File: src/noc_params.svh
`ifndef NOC_PARAMS_SVH
`define NOC_PARAMS_SVH

////////////////////////////////////////
// core word fields, msb first
////////////////////////////////////////

`define ROUTE_W 5     // destination route
`define CODE_W 7      // opaque code, carried through
`define PAYLOAD_W 20  // split into two 10-bit data flits

////////////////////////////////////////
// router side
////////////////////////////////////////

`define FLIT_W 11     // tail bit + 10-bit body

// lane count, route modulo this picks the lane
`define NUM_LANES 4
`define FIFO_DEPTH 8  // flits per lane fifo

// header body gets bit 9 only for this route
`define BCAST_ROUTE 16

`endif

File: src/noc_pkg.sv
`include "noc_params.svh"

package noc_pkg;

	////////////////////////////////////////
	// core side word
	////////////////////////////////////////

	// [route | code | payload], 5 + 7 + 20
	typedef struct packed {
		logic [`ROUTE_W-1:0] route;
		logic [`CODE_W-1:0] code;
		logic [`PAYLOAD_W-1:0] payload;
	} core_word_t;

	////////////////////////////////////////
	// router side flit
	////////////////////////////////////////

	// tail sits in the msb
	typedef struct packed {
		logic tail;                 // last flit of a packet
		logic [`FLIT_W-2:0] body;   // route, code or payload half
	} flit_t;

	// lane number, route modulo lane count
	typedef logic [$clog2(`NUM_LANES)-1:0] lane_idx_t;

endpackage

File: src/core_dispatch.sv
`timescale 1ns/1ps
`include "noc_params.svh"

// one-word holding stage between the core and the serializer lanes
module core_dispatch import noc_pkg::*; (
	input  logic                  clk,
	input  logic                  reset,
	input  logic                  core_valid,
	input  core_word_t            core_word,
	output logic                  core_ack,
	output logic [`NUM_LANES-1:0] lane_valid,
	output core_word_t            lane_word,
	input  logic [`NUM_LANES-1:0] lane_ack
);

	logic       held_full;  // holding register occupied
	core_word_t held_word;  // word waiting for its lane
	lane_idx_t  held_lane;  // lane picked from the route

	// same route -> same lane, keeps per-route order
	assign held_lane = lane_idx_t'(held_word.route % `NUM_LANES);

	assign core_ack  = !held_full; // take a new word only when empty
	assign lane_word = held_word;  // broadcast, valid picks the lane

	always_comb begin
		for (int i = 0; i < `NUM_LANES; i++) begin
			lane_valid[i] = held_full && (held_lane == i);
		end
	end

	// occupancy flag
	always_ff @(posedge clk or posedge reset) begin
		if (reset) begin
			held_full <= 1'b0;
		end else if (core_valid && core_ack) begin
			held_full <= 1'b1;              // accepted, lane sees it next cycle
		end else if (held_full && lane_ack[held_lane]) begin
			held_full <= 1'b0;              // lane consumed it
		end
	end

	// payload register
	always_ff @(posedge clk) begin
		if (core_valid && core_ack) begin
			held_word <= core_word;
		end
	end

endmodule

File: src/word_serializer.sv
`timescale 1ns/1ps
`include "noc_params.svh"

// turns core words into one header flit plus three data flits per word
// back to back words with the same route share one packet
module word_serializer import noc_pkg::*; (
	input  logic       clk,
	input  logic       reset,
	input  logic       in_valid,
	input  core_word_t in_word,
	output logic       in_ack,
	output logic       wrreq,
	output flit_t      flit,
	input  logic       full
);

	localparam int BODY_W = `FLIT_W - 1;     // 10
	localparam int HALF_W = `PAYLOAD_W / 2;  // payload split point

	////////////////////////////////////////
	// state
	////////////////////////////////////////

	typedef enum logic [2:0] {
		S_IDLE,    // nothing latched
		S_HEADER,  // route flit
		S_CODE,    // code flit, acks the word
		S_PAY_HI,  // payload [19:10]
		S_PAY_LO   // payload [9:0], tail unless merged
	} ser_state_t;

	ser_state_t state;
	ser_state_t next_state;

	core_word_t cur_word;     // word being serialized
	logic       latch;        // load in_word this cycle
	logic       same_route;   // next word can join this packet
	logic [BODY_W-1:0] hdr_body;

	// broadcast route gets the marker bit, everything else plain route
	assign hdr_body = (cur_word.route == `BCAST_ROUTE) ?
		BODY_W'(1) << (BODY_W - 1) : BODY_W'(cur_word.route);

	assign same_route = in_valid && (in_word.route == cur_word.route);

	////////////////////////////////////////
	// next state and flit mux
	////////////////////////////////////////

	always_comb begin
		next_state = state;
		latch      = 1'b0;
		wrreq      = 1'b0;
		in_ack     = 1'b0;
		flit       = '0;

		case (state)
			S_IDLE: begin
				if (in_valid) begin
					latch      = 1'b1;      // header goes out next cycle
					next_state = S_HEADER;
				end
			end

			S_HEADER: begin
				wrreq     = !full;
				flit.tail = 1'b0;
				flit.body = hdr_body;
				if (!full) begin
					next_state = S_CODE;
				end
			end

			S_CODE: begin
				wrreq     = !full;
				in_ack    = !full;       // dispatcher frees the word here
				flit.body = BODY_W'(cur_word.code); // upper bits zero
				if (!full) begin
					next_state = S_PAY_HI;
				end
			end

			S_PAY_HI: begin
				wrreq     = !full;
				flit.body = cur_word.payload[`PAYLOAD_W-1:HALF_W];
				if (!full) begin
					next_state = S_PAY_LO;
				end
			end

			S_PAY_LO: begin
				wrreq     = !full;
				flit.tail = !same_route;  // no tail when merging
				flit.body = cur_word.payload[HALF_W-1:0];
				if (!full) begin
					if (in_valid) begin
						latch = 1'b1;
						// same route skips tail and header
						next_state = same_route ? S_CODE : S_HEADER;
					end else begin
						next_state = S_IDLE;
					end
				end
			end

			default: begin
				next_state = S_IDLE;
			end
		endcase
	end

	////////////////////////////////////////
	// registers
	////////////////////////////////////////

	always_ff @(posedge clk or posedge reset) begin
		if (reset) begin
			state <= S_IDLE;
		end else begin
			state <= next_state;
		end
	end

	// word latch, idle or end of word
	always_ff @(posedge clk) begin
		if (latch) begin
			cur_word <= in_word;
		end
	end

endmodule

File: src/flit_fifo.sv
`timescale 1ns/1ps
`include "noc_params.svh"

// show-ahead flit fifo, head flit always on q when not empty
module flit_fifo import noc_pkg::*; #(
	parameter int DEPTH = `FIFO_DEPTH
) (
	input  logic  clk,
	input  logic  reset,
	input  logic  wrreq,
	input  flit_t flit,
	output logic  full,
	input  logic  rdreq,
	output logic  empty,
	output flit_t q
);

	localparam int PTR_W = (DEPTH > 1) ? $clog2(DEPTH) : 1;
	localparam int CNT_W = $clog2(DEPTH + 1);

	flit_t mem [DEPTH];   // storage
	logic [PTR_W-1:0] wr_ptr;
	logic [PTR_W-1:0] rd_ptr;
	logic [CNT_W-1:0] count;  // flits held

	logic wr_en;
	logic rd_en;

	assign full  = (count == CNT_W'(DEPTH));
	assign empty = (count == '0);
	assign wr_en = wrreq && !full;   // overflow ignored
	assign rd_en = rdreq && !empty;  // underflow ignored
	assign q     = mem[rd_ptr];      // show-ahead

	always_ff @(posedge clk or posedge reset) begin
		if (reset) begin
			wr_ptr <= '0;
			rd_ptr <= '0;
			count  <= '0;
		end else begin
			if (wr_en) begin
				wr_ptr <= (wr_ptr == PTR_W'(DEPTH - 1)) ? '0 : wr_ptr + 1'b1;
			end
			if (rd_en) begin
				rd_ptr <= (rd_ptr == PTR_W'(DEPTH - 1)) ? '0 : rd_ptr + 1'b1;
			end
			// simultaneous push and pop keeps the count
			if (wr_en && !rd_en) begin
				count <= count + 1'b1;
			end else if (rd_en && !wr_en) begin
				count <= count - 1'b1;
			end
		end
	end

	always_ff @(posedge clk) begin
		if (wr_en) begin
			mem[wr_ptr] <= flit;
		end
	end

endmodule

File: src/flit_arbiter.sv
`timescale 1ns/1ps
`include "noc_params.svh"

// round-robin drain of the lane fifos into the router port
// a lane keeps the grant from its first popped flit up to its tail
module flit_arbiter import noc_pkg::*; (
	input  logic                        clk,
	input  logic                        reset,
	input  logic [`NUM_LANES-1:0]       empty,
	input  flit_t [`NUM_LANES-1:0]      q,
	output logic [`NUM_LANES-1:0]       rdreq,
	input  logic                        out_full,
	output logic                        out_wrreq,
	output flit_t                       out_flit
);

	lane_idx_t grant;      // last served lane
	logic      locked;     // mid-packet, grant frozen
	lane_idx_t next_lane;  // round-robin pick
	lane_idx_t cand;
	logic      found;
	lane_idx_t sel;        // lane driving the output
	logic      fire;       // one flit moves this cycle

	////////////////////////////////////////
	// round-robin search
	////////////////////////////////////////

	// first non-empty lane after grant, grant itself checked last
	always_comb begin
		next_lane = grant;
		found     = 1'b0;
		cand      = grant;
		for (int i = 1; i <= `NUM_LANES; i++) begin
			cand = lane_idx_t'((grant + i) % `NUM_LANES);
			if (!found && !empty[cand]) begin
				next_lane = cand;
				found     = 1'b1;
			end
		end
	end

	assign sel       = locked ? grant : next_lane;
	assign fire      = !out_full && !empty[sel];
	assign out_wrreq = fire;
	assign out_flit  = q[sel];

	always_comb begin
		for (int i = 0; i < `NUM_LANES; i++) begin
			rdreq[i] = fire && (sel == i);
		end
	end

	////////////////////////////////////////
	// grant and packet lock
	////////////////////////////////////////

	always_ff @(posedge clk or posedge reset) begin
		if (reset) begin
			grant  <= '0;
			locked <= 1'b0;
		end else if (fire) begin
			grant  <= sel;
			locked <= !q[sel].tail;  // tail releases the lane
		end
	end

endmodule

File: src/noc_injector_top.sv
`timescale 1ns/1ps
`include "noc_params.svh"

// injection side of the node: dispatch, per-lane serialize + buffer, merge
module noc_injector_top import noc_pkg::*; (
	input  logic       clk,
	input  logic       reset,
	// core channel
	input  logic       core_valid,
	input  core_word_t core_word,
	output logic       core_ack,
	// router fifo port
	input  logic       out_full,
	output logic       out_wrreq,
	output flit_t      out_flit
);

	// dispatcher to lanes
	logic [`NUM_LANES-1:0] lane_valid;
	logic [`NUM_LANES-1:0] lane_ack;
	core_word_t            lane_word;  // shared by all lanes

	// serializer to fifo
	logic [`NUM_LANES-1:0]  ser_wrreq;
	flit_t [`NUM_LANES-1:0] ser_flit;
	logic [`NUM_LANES-1:0]  fifo_full;

	// fifo to arbiter
	logic [`NUM_LANES-1:0]  fifo_empty;
	logic [`NUM_LANES-1:0]  fifo_rdreq;
	flit_t [`NUM_LANES-1:0] fifo_q;

	core_dispatch u_dispatch (
		.clk        (clk),
		.reset      (reset),
		.core_valid (core_valid),
		.core_word  (core_word),
		.core_ack   (core_ack),
		.lane_valid (lane_valid),
		.lane_word  (lane_word),
		.lane_ack   (lane_ack)
	);

	////////////////////////////////////////
	// serializer lanes
	////////////////////////////////////////

	for (genvar i = 0; i < `NUM_LANES; i++) begin : g_lane
		word_serializer u_ser (
			.clk      (clk),
			.reset    (reset),
			.in_valid (lane_valid[i]),
			.in_word  (lane_word),
			.in_ack   (lane_ack[i]),
			.wrreq    (ser_wrreq[i]),
			.flit     (ser_flit[i]),
			.full     (fifo_full[i])
		);

		flit_fifo #(
			.DEPTH (`FIFO_DEPTH)
		) u_fifo (
			.clk   (clk),
			.reset (reset),
			.wrreq (ser_wrreq[i]),
			.flit  (ser_flit[i]),
			.full  (fifo_full[i]),
			.rdreq (fifo_rdreq[i]),
			.empty (fifo_empty[i]),
			.q     (fifo_q[i])
		);
	end

	flit_arbiter u_arb (
		.clk       (clk),
		.reset     (reset),
		.empty     (fifo_empty),
		.q         (fifo_q),
		.rdreq     (fifo_rdreq),
		.out_full  (out_full),
		.out_wrreq (out_wrreq),
		.out_flit  (out_flit)
	);

endmodule

File: config.mk
export PLATFORM = sky130hd
export DESIGN_NAME = noc_injector_top
export DESIGN_NICKNAME = d
export VERILOG_FILES = /design/src/noc_pkg.sv /design/src/core_dispatch.sv /design/src/word_serializer.sv /design/src/flit_fifo.sv /design/src/flit_arbiter.sv /design/src/noc_injector_top.sv
export VERILOG_INCLUDE_DIRS = /design/src /design/src/src
export SDC_FILE = /design/constraint.sdc
export NUM_CORES = 1
export LEC_CHECK = 0
export BUFFER_PORTS_ARGS = -buffer_cell sky130_fd_sc_hd__buf_2
export CAP_MARGIN = 15
export CORE_MARGIN = 1
export CORE_UTILIZATION = 50
export CTS_CLUSTER_DIAMETER = 200
export DETAILED_ROUTE_END_ITERATION = 6
export PLACE_DENSITY_LB_ADDON = 0.15
export SETUP_SLACK_MARGIN = 0.15
export SYNTH_ARGS = -nofsm -noshare
export SYNTH_HDL_FRONTEND = slang
export SYNTH_SLANG_ARGS = --single-unit
File: constraint.sdc
create_clock -name clk -period 21.2 [get_ports clk]
set_clock_uncertainty 0.1 [all_clocks]
set_input_delay 2.12 -clock clk [delete_from_list [all_inputs] [get_ports clk]]
set_output_delay 2.12 -clock clk [all_outputs]
set_load 0.01 [all_outputs]
# Word-level counts from Yosys, hierarchy flattened
# Memory sizes are Yosys's and may differ from the RTL's.
# Cells that the tools add are included.
# word_totals
reg_bits	216
latchBits	0
ram_bits	352
romBits	0
inputBits	36
output_inout_bits	13
wordCells	324
memories	4
# memory_table
name	depth	width	read_ports	rd_clocked_by_memory_dff	write_ports	line_no	source
g_lane[0].u_fifo.mem	8	11	1	0	1	flit_fifo.sv:21	flit_t mem [DEPTH];
g_lane[1].u_fifo.mem	8	11	1	0	1	flit_fifo.sv:21	
g_lane[2].u_fifo.mem	8	11	1	0	1	flit_fifo.sv:21	
g_lane[3].u_fifo.mem	8	11	1	0	1	flit_fifo.sv:21	
# classes
addsub	20
n_mul	0
n_div	0
order_cmp	6
eq_ne	62
n_shift	0
muxes	112
bitwise_logic	0
n_reduce_logical	86
# ops
cell	count
$pmux W10 S4	4
$mux W3	32
$pmux W3 S5	4
$mux W10	4
$mux W1	39
$eq A3 B3 Y1 const B	12
$logic_and A1 B1 Y1	34
$mux W4	8
$ne A2 B2 Y1 const B	16
$logic_not A1 Y1	29
$add A3 B1 Y3 const B	8
$eq A3 B2 Y1 const B	8
$bmux W11 S2	1
$eq A5 B5 Y1	4
$eq A5 B5 Y1 const B	4
$reduce_and A5 Y1	4
$lt A2 B3 Y1 const B	6
$mux W2	9
$add A4 B1 Y4 const B	4
$eq A4 B4 Y1 const B	4
$logic_not A4 Y1	4
$reduce_or A4 Y1	4
$sub A4 B1 Y4 const B	4
$bmux W1 S2	6
11 further kinds	34

# Longest topological paths before layout
# Gate-level depths: netlist of the first run.
# depth
depth_word	22
depth_mapped	18

# By module
# Synthesis of the first run repeated with hierarchy kept, for this count alone.
# unflattened
hier_cells	1323
hier_area_um2	24105.6
# by_module_without_submodules
mod	instances	cells_per_inst	area_per_inst_um2	seq_area_each_um2
flit_fifo at g_lane[0].u_fifo ...	3	191	4063.9	2892.8
word_serializer	4	107	1529.0	1036.0
flit_fifo at g_lane[1].u_fifo	1	194	4081.4	2892.8
core_dispatch	1	46	1064.8	985.9
flit_arbiter	1	82	651.9	75.1

# Worst setup path after synthesis of the first run
# OpenSTA, ideal clock, no wires.
# synth_path
kind	register to register
start	reg u_dispatch.held_word (netlist bit u_dispatch.lane_word[27])
end	reg g_lane[1].u_ser.cur_word[0] (netlist bit) (enable)
arrival_ps	6318
required_ps	20505
setup_slack_ps	14187
stages_incl_launch_ff	5
n_path_buf	1
synth_period_minus_slack_ps	7013
cell_sequence	edfxtp_1 > clkbuf_1 > inv_1 > or3_1 > a2111oi_0
# synth_via
elab_chain_len	5
# synth_lines
item	line_no	source
start: declaration	core_dispatch.sv:17	core_word_t held_word;
start signal: assignment	core_dispatch.sv:46	held_word <= core_word;
$eq A2 B1 Y1 *	core_dispatch.sv:28	lane_valid[i] = held_full && (held_lane == i);
$logic_and A1 B1 Y1 *	core_dispatch.sv:28	
$mux W1 *	word_serializer.sv:59, word_serializer.sv:96	
$mux W1	word_serializer.sv:95	if (!full) begin
$pmux W1 S2 *	word_serializer.sv:57	case (state)
via g_lane[1].u_ser.latch	word_serializer.sv:36	logic latch;
end signal: assignment	word_serializer.sv:127	cur_word <= in_word;
end: declaration	word_serializer.sv:35	core_word_t cur_word;
# Mark *: on every way through the listed nets, which the timed path passes. The rest lies on a longest branch.
# A chain may end at the register's enable or synchronous reset.

# Final worst setup path of the first run
# layout_path
start	reg g_lane[2].u_fifo.count[0]
end	out out_wrreq
# layout_via
elab_chain_len	17
# layout_lines
item	line_no	source
start: declaration	flit_fifo.sv:24	logic [CNT_W-1:0] count;
start signal: assignment	flit_fifo.sv:49	count <= count + 1'b1;
start signal: assignment	flit_fifo.sv:51	count <= count - 1'b1;
$logic_not A4 Y1 *	flit_fifo.sv:30	assign empty = (count == '0);
$bmux W1 S2	flit_arbiter.sv:36	if (!found && !empty[cand]) begin
$mux W1 (implied by the code)	flit_arbiter.sv:36	
$logic_not A1 Y1	flit_arbiter.sv:36	
$logic_and A1 B1 Y1	flit_arbiter.sv:36	
$mux W1	flit_arbiter.sv:36	
$logic_not A1 Y1	flit_arbiter.sv:36	
$logic_and A1 B1 Y1	flit_arbiter.sv:36	
$mux W1	flit_arbiter.sv:36	
$logic_not A1 Y1	flit_arbiter.sv:36	
$logic_and A1 B1 Y1	flit_arbiter.sv:36	
$mux W2	flit_arbiter.sv:36	
$mux W2	flit_arbiter.sv:43	assign sel = locked ? grant : next_lane;
$bmux W1 S2 *	flit_arbiter.sv:44	assign fire = !out_full && !empty[sel];
$mux W1 (implied by the code) *	flit_arbiter.sv:44	
$logic_not A1 Y1 *	flit_arbiter.sv:44	
$logic_and A1 B1 Y1 *	flit_arbiter.sv:44	
end: declaration	noc_injector_top.sv:14	output logic out_wrreq,
# Every way passes the cells marked *; elsewhere a longest branch is shown, timed or not. The select of a mux whose other input is x is not followed.

==> results of run 1 <==
[power breakdown]
part	internal [mW]	total, mW	switching [mW]
logic	0.622	1.51	0.887
clock network	0.551	0.958	0.407
registers	1.61	1.83	0.211
[kinds of logic after synthesis]
group,share of synthesized area
compound gates,0.0526
xor+xnor,0.0151
flops,0.722
mux,0.126
simple gates,0.0523
buf+inv,0.0132
fa+ha+maj,0.0185
[routing by layer]
layer | vias to the layer above | wire, µm | track usage
met1 | 6201 | 23400 | 0.336
li1 | 5426 | - | -
met3 | 100 | 3910 | 0.0516
met4 | 8 | 1690 | 0.0840
met2 | 401 | 22900 | 0.333
met5 | - | 48 | 0
[worst max-delay path, stage by stage, from the launching register on]
cell      delay (ns)
dfrtp_1         0.45
nor4_1          0.67
nor3_1          0.13
o211ai_1        0.28
a21o_1          0.31
a21oi_1         0.14
a31oi_4         0.83
o211ai_1        0.22
a21oi_2         0.29
buf_2           0.18
[path summary, 6_finish.rpt]
kind / start / to / slack (ns)
min reg2reg: g_lane[2].u_fifo.count[3]$_DFFE_PP0P_ / g_lane[2].u_fifo.count[3]$_DFFE_PP0P_ / 0.44
max in group asynchronous: reset / g_lane[1].u_fifo.wr_ptr[2]$_DFFE_PP0P_ / 18.74
min in group asynchronous: reset / g_lane[2].u_fifo.rd_ptr[2]$_DFFE_PP0P_ / 1.67
max: g_lane[2].u_fifo.count[0]$_DFFE_PP0P_ / out_wrreq / 14.85
max reg2reg: g_lane[2].u_fifo.count[0]$_DFFE_PP0P_ / g_lane[0].u_fifo.count[3]$_DFFE_PP0P_ / 16.09
min: g_lane[2].u_fifo.count[3]$_DFFE_PP0P_ / g_lane[2].u_fifo.count[3]$_DFFE_PP0P_ / 0.44
[stage by stage]
stage	util	instances	power, mW	instance area (µm²)	setup WS [ns]
2_1_floorplan	-	1311	2.82	23200	14.19
3_3_place_gp	0.535	1934	3.32	24400	15.68
3_5_place_dp	0.535	1934	3.37	24400	15.56
4_1_cts	0.574	2037	4.33	26100	14.86
5_1_grt	0.575	2042	4.53	26200	14.41
6_report	0.575	2042	4.29	26200	14.85
[cells in the mapped netlist, types with 3 or more instances]
library cell,n
fa_1,4
inv_1,12
a311oi_1,3
a21oi_1,27
a21o_1,10
edfxtp_1,512
a22oi_1,27
ha_1,28
xnor2_1,24
nor2b_1,13
o211ai_1,13
xor2_1,16
a31oi_1,5
buf_6,3
or3_1,4
and2_1,8
dfrtp_1,56
nor4_1,8
nor3_1,24
mux2i_1,42
nand2_1,69
a2111oi_0,4
nor2_1,49
mux2_2,45
buf_1,10
a22o_1,3
o21ai_0,49
or4_1,3
nand3_1,12
a32o_1,8
nand2b_1,10
mux4_2,88
o22ai_1,19
clkbuf_1,48
nor3b_1,19
[registers in the layout, indices dropped and copies added, names as in the netlist]
name                   cells
g_lane.u_fifo.count       16
g_lane.u_fifo.wr_ptr      12
g_lane.u_fifo.rd_ptr      12
u_arb.locked               1
u_dispatch.lane_word      32
g_lane.u_fifo.mem        352
u_arb.grant                2
g_lane.u_ser.state        12
g_lane.u_ser.cur_word    128
u_dispatch.held_full       1
[cell type report]
| type | count | area (µm²) | area share |
|---|---|---|---|
| inverters | 12 | 45.0 | 0.00172 |
| multi-input cells | 668 | 6270 | 0.240 |
| repair buffers | 91 | 571 | 0.0218 |
| clock buffers | 82 | 1580 | 0.0603 |
| flip-flops and latches | 568 | 16800 | 0.641 |
| well taps | 600 | 751 | 0.0287 |
| clock inverters | 21 | 190 | 0.00726 |
==> impl_summary.log, run 1 <==
[metrics] library cell occupying the most area in the post-synthesis netlist: edfxtp_1
[metrics] Max rail drop VDD: 0.000110 V
[metrics] max frequency: 157 MHz
[metrics] Main synth FF type: edfxtp_1
[metrics] number of enable-type register cells in the synthesized netlist: 512
[metrics] most used cells in the layout excluding fill and tap cells: edfxtp_1 (512), mux4_2 (88), nand2_1 (69)
[metrics] number of rows in the core area: 78
[metrics] leakage power of the design: 8.82 nW
[metrics] average routed wire per standard cell: 25.4 µm
[metrics] global-route wire length before repair: 77600 µm
[metrics] Avg Inst Size Synth: 17.7 µm²
[metrics] worst-case clock buffer depth: 3
[metrics] aggregate global routing overflow: 0
[metrics] worst hold path type: flop to flop
[metrics] number of nets in the final layout: 1465
[metrics] Hold Fails Final Rpt: 0
[metrics] final routed wirelength across all metal layers: 51900 µm
[metrics] Max Fanout on Critical Path: 47
[metrics] depth of the worst register-to-register path: 15
[metrics] number of maximum-capacitance violations: 0
[metrics] result of the run: finished clean
[metrics] warnings from Yosys: 0
[metrics] largest cells by area after synthesis: edfxtp_1 (66%), mux4_2 (8.5%), dfrtp_1 (6.0%)
[metrics] Setup TNS: 0 ns
[metrics] area of the mapped netlist: 0.0232 mm²
[metrics] ratio of final minimum period to clock period: 0.300
[metrics] cell at the root of the clock tree: clkbuf_16
[metrics] vias after detailed routing: 12100
[metrics] RSZ-0062 raised after global routing: no
[metrics] post-cts hold buffer count: 0
[metrics] quantity of gates resized following cts: 0
[metrics] critical path startpoint category: flop
[metrics] Total GRT Usage: 0.228
[metrics] Clock H-tree levels: 2
[metrics] core area: 0.0456 mm²
[metrics] Initial Util: 0.510
[metrics] Setup violations, final: 0
[metrics] CTS clk-pin slew, worst paths: 0.06 ns
[metrics] Max Transition Viols Final: 0
[metrics] final worst path period need: 6.35 ns
[metrics] number of remaining DRC errors: 0
[metrics] part of the Yosys area used for sequential elements: 0.722
[metrics] post-synthesis cell count: 1311
[metrics] placer congestion estimate: 0.819
[metrics] Worst Setup Path Type: flop to output port
[metrics] #FFs+latches synth: 568
[metrics] required time reported for the critical path endpoint: 18.98 ns
[metrics] worst hold margin: 0.443 ns
[metrics] top-area cell type share of the netlist area: 0.662
[metrics] number of design-rule violations left by the first detailed-router iteration: 1232
[metrics] post-CTS repair timing setup buffer count: 0
[metrics] Post-synth ARST share: 0.0986
[metrics] pin count of the biggest net entering global routing: 57
[metrics] insertion delay of the later-clocked pin in the worst-skew pair: 0.62 ns
[metrics] num ports: 49
[metrics] via count normalized by instance count: 5.94
[metrics] number of global-route vias before repair: 12200
[metrics] initial antenna violation count: 6
[metrics] Die H: 218 µm
[metrics] syn_nets: 1379
[metrics] Layout fillers: 3427
[metrics] Inserted Clock Buffers: 56
[metrics] CTS sink cnt: 568
[metrics] detailed-routing iteration count for the pre-antenna-repair pass: 5
[metrics] power per cell area: 164 mW/mm²
[metrics] Area growth, synth to finish: 12.8%
[metrics] count of cell types in the netlist: 62
[metrics] data arrival at the endpoint of the critical path: 4.13 ns
[metrics] Port-buffer cells: 48
[metrics] Die X-Extent: 218 µm
[metrics] actual slew at the worst max-slew pin: 1.13 ns
[metrics] fraction of final layout cells sized beyond drive strength 1: 0.236
[metrics] final antenna-violating net count: 0
[metrics] kind of end point of the critical path: output port
[metrics] slew margin rel.: 0.243
[metrics] clock tree from TritonCTS: yes
[metrics] most frequent standard cell in the layout excluding fill and tap cells: edfxtp_1
[metrics] post-detail-place hpwl: 34200 µm
[metrics] Worst Hold Depth: 1
[metrics] antenna diode count: 0
[metrics] die area: 0.0473 mm²
No activity file was read; power rests on OpenSTA's default activity.
==> run 2, diff against run 1 <==
==> constraint.sdc (replaced) <==
create_clock -name clk -period 6.5 [get_ports clk]
set_clock_uncertainty 0.1 [all_clocks]
set_input_delay 0.65 -clock clk [delete_from_list [all_inputs] [get_ports clk]]
set_output_delay 0.65 -clock clk [all_outputs]
set_load 0.01 [all_outputs]
==> impl_summary.log, run 2 (synthesis gave the netlist of run 1 again) <==
[metrics] power per cell area: 535 mW/mm² (+230%)
[metrics] Inserted Clock Buffers: 57 (+1.8%)
[metrics] Initial Util: 0.510 (unchanged)
[metrics] number of global-route vias before repair: 12000 (-1.6%)
[metrics] termination of the worst setup path: out_flit[8]
[metrics] Die X-Extent: 218 µm (unchanged)
[metrics] average routed wire per standard cell: 25.2 µm (-0.76%)
[metrics] antenna diode count: 0 (unchanged)
[metrics] number of maximum-capacitance violations: 0 (unchanged)
[metrics] Setup Slack @ Placement: 2.08 ns (-13.48 ns)
[metrics] die area: 0.0473 mm² (unchanged)
[metrics] final cell utilization of the core: 0.576 (+0.00170)
[metrics] final worst path period need: 4.62 ns
[metrics] worst-case clock buffer depth: 3 (unchanged)
[metrics] Die H: 218 µm (unchanged)
[metrics] ratio of final minimum period to clock period: 0.711
[metrics] Non-Filler Cell Area, Final: 0.0263 mm² (+0.30%)
[metrics] final routed wirelength across all metal layers: 51800 µm (-0.18%)
[metrics] slew margin rel.: 0.219 (-0.0239)
[metrics] Top cell by count, worst path: a21oi_1
[metrics] worst hold margin: 0.0948 ns (-0.348 ns)
[metrics] post-layout worst setup margin: 1.88 ns (-12.97 ns)
[metrics] register containing the most flip-flops in the final layout: g_lane.u_fifo.mem
[metrics] final antenna-violating net count: 0 (unchanged)
[metrics] fraction of final layout cells sized beyond drive strength 1: 0.237 (about the same)
[metrics] insertion delay of the later-clocked pin in the worst-skew pair: 0.63 ns (about the same)
[metrics] share of total power consumed by net switching: 0.352 (+0.000925)
[metrics] RSZ-0062 raised after global routing: no
[metrics] detailed-routing iteration count for the pre-antenna-repair pass: 6 (+1)
[metrics] worst hold path type: input port to flop
[metrics] core area: 0.0456 mm² (unchanged)
[metrics] vias after detailed routing: 12200 (+0.68%)
[metrics] Setup TNS: 0 ns (unchanged)
[metrics] actual slew at the worst max-slew pin: 1.17 ns (+0.0357 ns)
[metrics] delay of the slowest cell on the worst path: 0.63 ns (-0.20 ns)
[metrics] initial antenna violation count: 1 (-5)
[metrics] max reg flops: 352 (unchanged)
[metrics] Internal: 9.11 mW (+230%)
[metrics] series of cell instances along the critical path: nor4_1 -> nor3_1 -> o211ai_1 -> a21o_1 -> a21oi_1 -> a31oi_4 -> buf_4 -> nor2_1 -> a21oi_1 -> o21ai_0 -> buf_2
[metrics] Max Transition Viols Final: 0 (unchanged)
[metrics] Max rail drop VDD: 0.000255 V (+130%)
[metrics] part of the power in combinational logic: 0.347 (-0.005)
[metrics] result of the run: finished clean
[metrics] required time reported for the critical path endpoint: 5.75 ns (-13.23 ns)
[metrics] minimum setup slack among reg-to-reg paths: 2.01 ns (-14.08 ns)
[metrics] number of rows in the core area: 78 (unchanged)
[metrics] clock tree from TritonCTS: yes
[metrics] instance area after placement: 0.0244 mm² (about the same)
[metrics] most used cells in the layout excluding fill and tap cells: edfxtp_1 (512), mux4_2 (88), nand2_1 (69)
[metrics] critical path startpoint category: flop
[metrics] quantity of gates resized following cts: 0 (unchanged)
[metrics] cell at the root of the clock tree: clkbuf_16
[metrics] number of nets in the final layout: 1473 (+0.55%)
[metrics] global-route wire length before repair: 76800 µm (-0.97%)
[metrics] r2r endpoint: g_lane[0].u_fifo.count[3]$_DFFE_PP0P_
[metrics] post-CTS repair timing setup buffer count: 0 (unchanged)
[metrics] pin count of the biggest net entering global routing: 57 (unchanged)
[metrics] aggregate global routing overflow: 0 (unchanged)
[metrics] Max Fanout on Critical Path: 46 (-2.1%)
[metrics] Worst Setup Path Type: flop to output port
[metrics] via count normalized by instance count: 5.95 (about the same)
[metrics] Port-buffer cells: 48 (unchanged)
[metrics] proportion of power drawn by the clock network: 0.224 (about the same)
[metrics] CTS clk-pin slew, worst paths: 0.06 ns (about the same)
[metrics] number of remaining DRC errors: 0 (unchanged)
[metrics] data arrival at the endpoint of the critical path: 3.87 ns (-0.26 ns)
[metrics] post-detail-place hpwl: 33800 µm (-1.1%)
[metrics] max frequency: 216 MHz
[metrics] kind of end point of the critical path: output port
[metrics] most frequent standard cell in the layout excluding fill and tap cells: edfxtp_1
[metrics] placer congestion estimate: 0.820 (+0.12%)
[metrics] Hold Fails Final Rpt: 0 (unchanged)
[metrics] CTS sink cnt: 568 (unchanged)
[metrics] number of design-rule violations left by the first detailed-router iteration: 1214 (-1.5%)
[metrics] switching power of the nets: 4.94 mW (+230%)
[metrics] start point of the critical path: g_lane[2].u_fifo.count[0]$_DFFE_PP0P_
[metrics] num ports: 49 (unchanged)
[metrics] Setup violations, final: 0 (unchanged)
[metrics] Clock H-tree levels: 2 (unchanged)
[metrics] post-cts hold buffer count: 0 (unchanged)
[metrics] depth of the worst register-to-register path: 16 (+1)
[metrics] crit path max-delay cell type: nor4_1
[metrics] part of the power in registers: 0.430 (+0.005)
[metrics] Area growth, synth to finish: 13.1%
[metrics] Worst R2R Start: g_lane[2].u_fifo.count[0]$_DFFE_PP0P_
[metrics] Total GRT Usage: 0.225 (-0.00330)
[metrics] leakage power of the design: 8.85 nW (+0.31%)
run 2: stage by stage:
stage / cells / total power [mW]
6_report: 2054 / 14.1
2_1_floorplan: 1311 / 9.19
3_5_place_dp: 1937 / 11.0
4_1_cts: 2045 / 14.1
5_1_grt: 2054 / 14.8
3_3_place_gp: 1936 / 10.8
run 2: power by group through the flow:
| stage | Clock (mW) | Combinational, mW | Sequential [mW] |
|---|---|---|---|
| after floorplan | 0 | 3.54 | 5.65 |
| after global placement | 0 | 4.76 | 6.08 |
| after detailed placement | 0 | 4.86 | 6.12 |
| after CTS | 3.20 | 4.88 | 6.06 |
| after global routing | 3.34 | 5.30 | 6.16 |
| final | 3.14 | 4.87 | 6.04 |
run 2: worst max-delay path, delay by kind of cell, from the launching register on:
kind                   cells  cell delay (ns)
buffers and inverters      2             0.61
AO/OA/AOI/OAI              6             1.34
AND/OR/NAND/NOR            3             0.85
flip-flops                 1             0.46
run 2: worst min-delay path by stage:
stage	from	to	slack, ns	cells after the start
floorplan	u_dispatch.lane_word[0]$_DFFE_PP_	g_lane[0].u_ser.cur_word[0]$_DFFE_PP_	0.36	0
global placement	g_lane[2].u_fifo.count[3]$_DFFE_PP0P_	g_lane[2].u_fifo.count[3]$_DFFE_PP0P_	0.42	1
detailed placement	g_lane[2].u_fifo.count[3]$_DFFE_PP0P_	g_lane[2].u_fifo.count[3]$_DFFE_PP0P_	0.44	1
CTS	core_word[30]	u_dispatch.lane_word[30]$_DFFE_PP_	0.07	1
global route	core_word[30]	u_dispatch.lane_word[30]$_DFFE_PP_	0.07	1
finish	core_word[27]	u_dispatch.lane_word[27]$_DFFE_PP_	0.09	1
run 2: layout make-up:
cell class	count	area [µm²]
Multi-Input combinational cell	668	6270
Inverter	12	45.0
Clock inverter	21	206
Timing Repair Buffer	98	631
Sequential cell	568	16800
Clock buffer	87	1580
Fill cell	3454	19300
Tap cell	600	751
run 2: metal layers:
metal / global-route usage / routed length, µm / up-vias
met4: 0.0622 / 1090 / 2
met1: 0.346 / 24000 / 6279
li1: - / - / 5445
met5: 0 / 12 / -
met2: 0.333 / 23400 / 421
met3: 0.0357 / 3350 / 71
==> run 3, diff against run 2 <==
==> constraint.sdc (replaced) <==
create_clock -name clk -period 4.1 [get_ports clk]
set_clock_uncertainty 0.1 [all_clocks]
set_input_delay 0.41 -clock clk [delete_from_list [all_inputs] [get_ports clk]]
set_output_delay 0.41 -clock clk [all_outputs]
set_load 0.01 [all_outputs]
==> impl_summary.log, run 3 (synthesis gave the netlist of run 1 again) <==
[metrics] result of the run: finished clean
[metrics] leakage power of the design: 9.29 nW (+5.1%)
[metrics] required time reported for the critical path endpoint: 3.59 ns (-2.16 ns)
[metrics] sequential cell area in the final layout: 0.0168 mm² (about the same)
[metrics] critical path startpoint category: flop
[metrics] CTS clk-pin slew, worst paths: 0.06 ns (about the same)
[metrics] Layout fillers: 3252 (-5.8%)
[metrics] clock tree from TritonCTS: yes
[metrics] kind of end point of the critical path: output port
[metrics] number of maximum-capacitance violations: 0 (unchanged)
[metrics] initial antenna violation count: 1 (unchanged)
[metrics] vias after detailed routing: 12600 (+2.9%)
[metrics] Die X-Extent: 218 µm (unchanged)
[metrics] Max Fanout on Critical Path: 20 (-57%)
[metrics] Inserted Clock Buffers: 57 (unchanged)
[metrics] number of design-rule violations left by the first detailed-router iteration: 1344 (+11%)
[metrics] worst hold margin: 0.129 ns (+0.0337 ns)
[metrics] data arrival at the endpoint of the critical path: 3.48 ns (-0.39 ns)
[metrics] aggregate global routing overflow: 0 (unchanged)
[metrics] Total GRT Usage: 0.231 (+0.00647)
[metrics] Clock H-tree levels: 2 (unchanged)
[metrics] fraction of final layout cells sized beyond drive strength 1: 0.270 (+0.0333)
[metrics] number of nets in the final layout: 1551 (+5.3%)
[metrics] Max rail drop VDD: 0.000449 V (+76%)
[metrics] max reg flops: 352 (unchanged)
[metrics] register containing the most flip-flops in the final layout: g_lane.u_fifo.mem
[metrics] slew margin rel.: 0.223 (+0.00313)
[metrics] placer congestion estimate: 0.823 (+0.39%)
[metrics] global-route wire length before repair: 79600 µm (+3.5%)
[metrics] Die H: 218 µm (unchanged)
[metrics] number of global-route vias before repair: 12600 (+5.5%)
[metrics] number of remaining DRC errors: 0 (unchanged)
[metrics] num ports: 49 (unchanged)
[metrics] actual slew at the worst max-slew pin: 1.15 ns (-0.0118 ns)
[metrics] post-detail-place hpwl: 34200 µm (+1.3%)
[metrics] final antenna-violating net count: 0 (unchanged)
[metrics] CTS sink cnt: 568 (unchanged)
[metrics] Area growth, synth to finish: 17.4%
[metrics] most frequent standard cell in the layout excluding fill and tap cells: edfxtp_1
[metrics] worst-case clock buffer depth: 3 (unchanged)
[metrics] most used cells in the layout excluding fill and tap cells: edfxtp_1 (512), mux4_2 (88), buf_4 (86)
[metrics] detailed-routing iteration count for the pre-antenna-repair pass: 5 (-1)
[metrics] post-layout worst setup margin: 0.106 ns (-1.77 ns)
[metrics] max frequency: 250 MHz
[metrics] via count normalized by instance count: 5.90 (-0.85%)
[metrics] insertion delay of the later-clocked pin in the worst-skew pair: 0.63 ns (about the same)
[metrics] Setup violations, final: 0 (unchanged)
[metrics] footprint of the multi-input gates: 0.00647 mm² (+3.2%)
[metrics] Initial Util: 0.510 (unchanged)
[metrics] die area: 0.0473 mm² (unchanged)
[metrics] average routed wire per standard cell: 25.1 µm (-0.69%)
[metrics] number of rows in the core area: 78 (unchanged)
[metrics] final worst path period need: 3.99 ns
[metrics] pin count of the biggest net entering global routing: 42 (-26%)
[metrics] Worst Setup Path Type: flop to output port
[metrics] Final Total Pwr: 23.3 mW (+66%)
[metrics] Setup Slack @ Placement: 0.0810 ns (-2.00 ns)
[metrics] cell at the root of the clock tree: clkbuf_16
[metrics] ratio of final minimum period to clock period: 0.974
[metrics] Port-buffer cells: 48 (unchanged)
[metrics] Max Transition Viols Final: 0 (unchanged)
[metrics] power per cell area: 855 mW/mm² (+60%)
[metrics] Hold Fails Final Rpt: 0 (unchanged)
[metrics] core area: 0.0456 mm² (unchanged)
[metrics] final routed wirelength across all metal layers: 53400 µm (+3.0%)
[metrics] RSZ-0062 raised after global routing: yes
[metrics] worst hold path type: input port to flop
==> run 3: layer usage <==
layer | up-vias | routed length [µm] | track usage | share of wire
met4 | 2 | 1200 | 0.0714 | 0.023
met3 | 75 | 3460 | 0.0402 | 0.065
met5 | - | 14 | 0 | 0.00026
met1 | 6482 | 23700 | 0.339 | 0.44
met2 | 397 | 25000 | 0.356 | 0.47
li1 | 5612 | - | - | -
==> run 3: final timing paths <==
check	startpoint	end	slack, ns	cells after the start
min	out_full	u_arb.grant[0]$_DFFE_PP0N_	0.13	3
max reg2reg	g_lane[2].u_fifo.count[0]$_DFFE_PP0P_	g_lane[3].u_fifo.count[3]$_DFFE_PP0P_	0.16	16
max	g_lane[2].u_fifo.count[0]$_DFFE_PP0P_	out_flit[0]	0.11	10
min reg2reg	g_lane[2].u_fifo.wr_ptr[0]$_DFFE_PP0P_	g_lane[2].u_fifo.wr_ptr[0]$_DFFE_PP0P_	0.46	1
max in group asynchronous	reset	g_lane[2].u_fifo.count[1]$_DFFE_PP0P_	2.59	4
min in group asynchronous	reset	u_arb.locked$_DFFE_PP0N_	0.40	3
==> run 3: metrics by stage <==
step	instances	util	area, µm²	setup TNS [ns]
after floorplan	1311	-	23300	0
after CTS	2110	0.591	26900	0
after global routing	2130	0.598	27300	-0.00779
final	2131	0.598	27300	0
after detailed placement	1970	0.542	24700	0
after global placement	1970	0.542	24700	0
==> run 3: final cells by class <==
class,count,area share
Clock buffer,78,0.0575
Sequential cell,568,0.615
Clock inverter,28,0.0102
Antenna cell,1,0.0000918
Inverter,12,0.00174
Multi-Input combinational cell,669,0.237
Timing Repair Buffer,175,0.0502
Tap cell,600,0.0275
==> run 3: worst max-delay path, cell delays in order (launching register included) <==
cell       delay [ns]
dfrtp_2          0.42
or4_4            0.59
nor3_2           0.21
o211ai_1         0.15
a21o_2           0.29
a31oi_4          0.42
clkbuf_16        0.28
nor2_1           0.06
a21oi_1          0.16
o21ai_0          0.12
buf_2            0.17
==> run 3: what timing repair did <==
item                                   CTS  global route
pin swaps                                2            17
gates resized for setup                 14            23
buffers inserted                         1            14
endpoints found under the hold margin   62             0
cloned                                   0             5
setup endpoints to repair               15            15
hold buffers                            33             0
==> run 3: power breakdown <==
| group | switching (mW) | internal, mW | total [mW] |
|---|---|---|---|
| Combinational | 4.92 | 3.84 | 8.75 |
| Clock | 2.15 | 2.98 | 5.13 |
| Sequential | 1.08 | 8.35 | 9.43 |
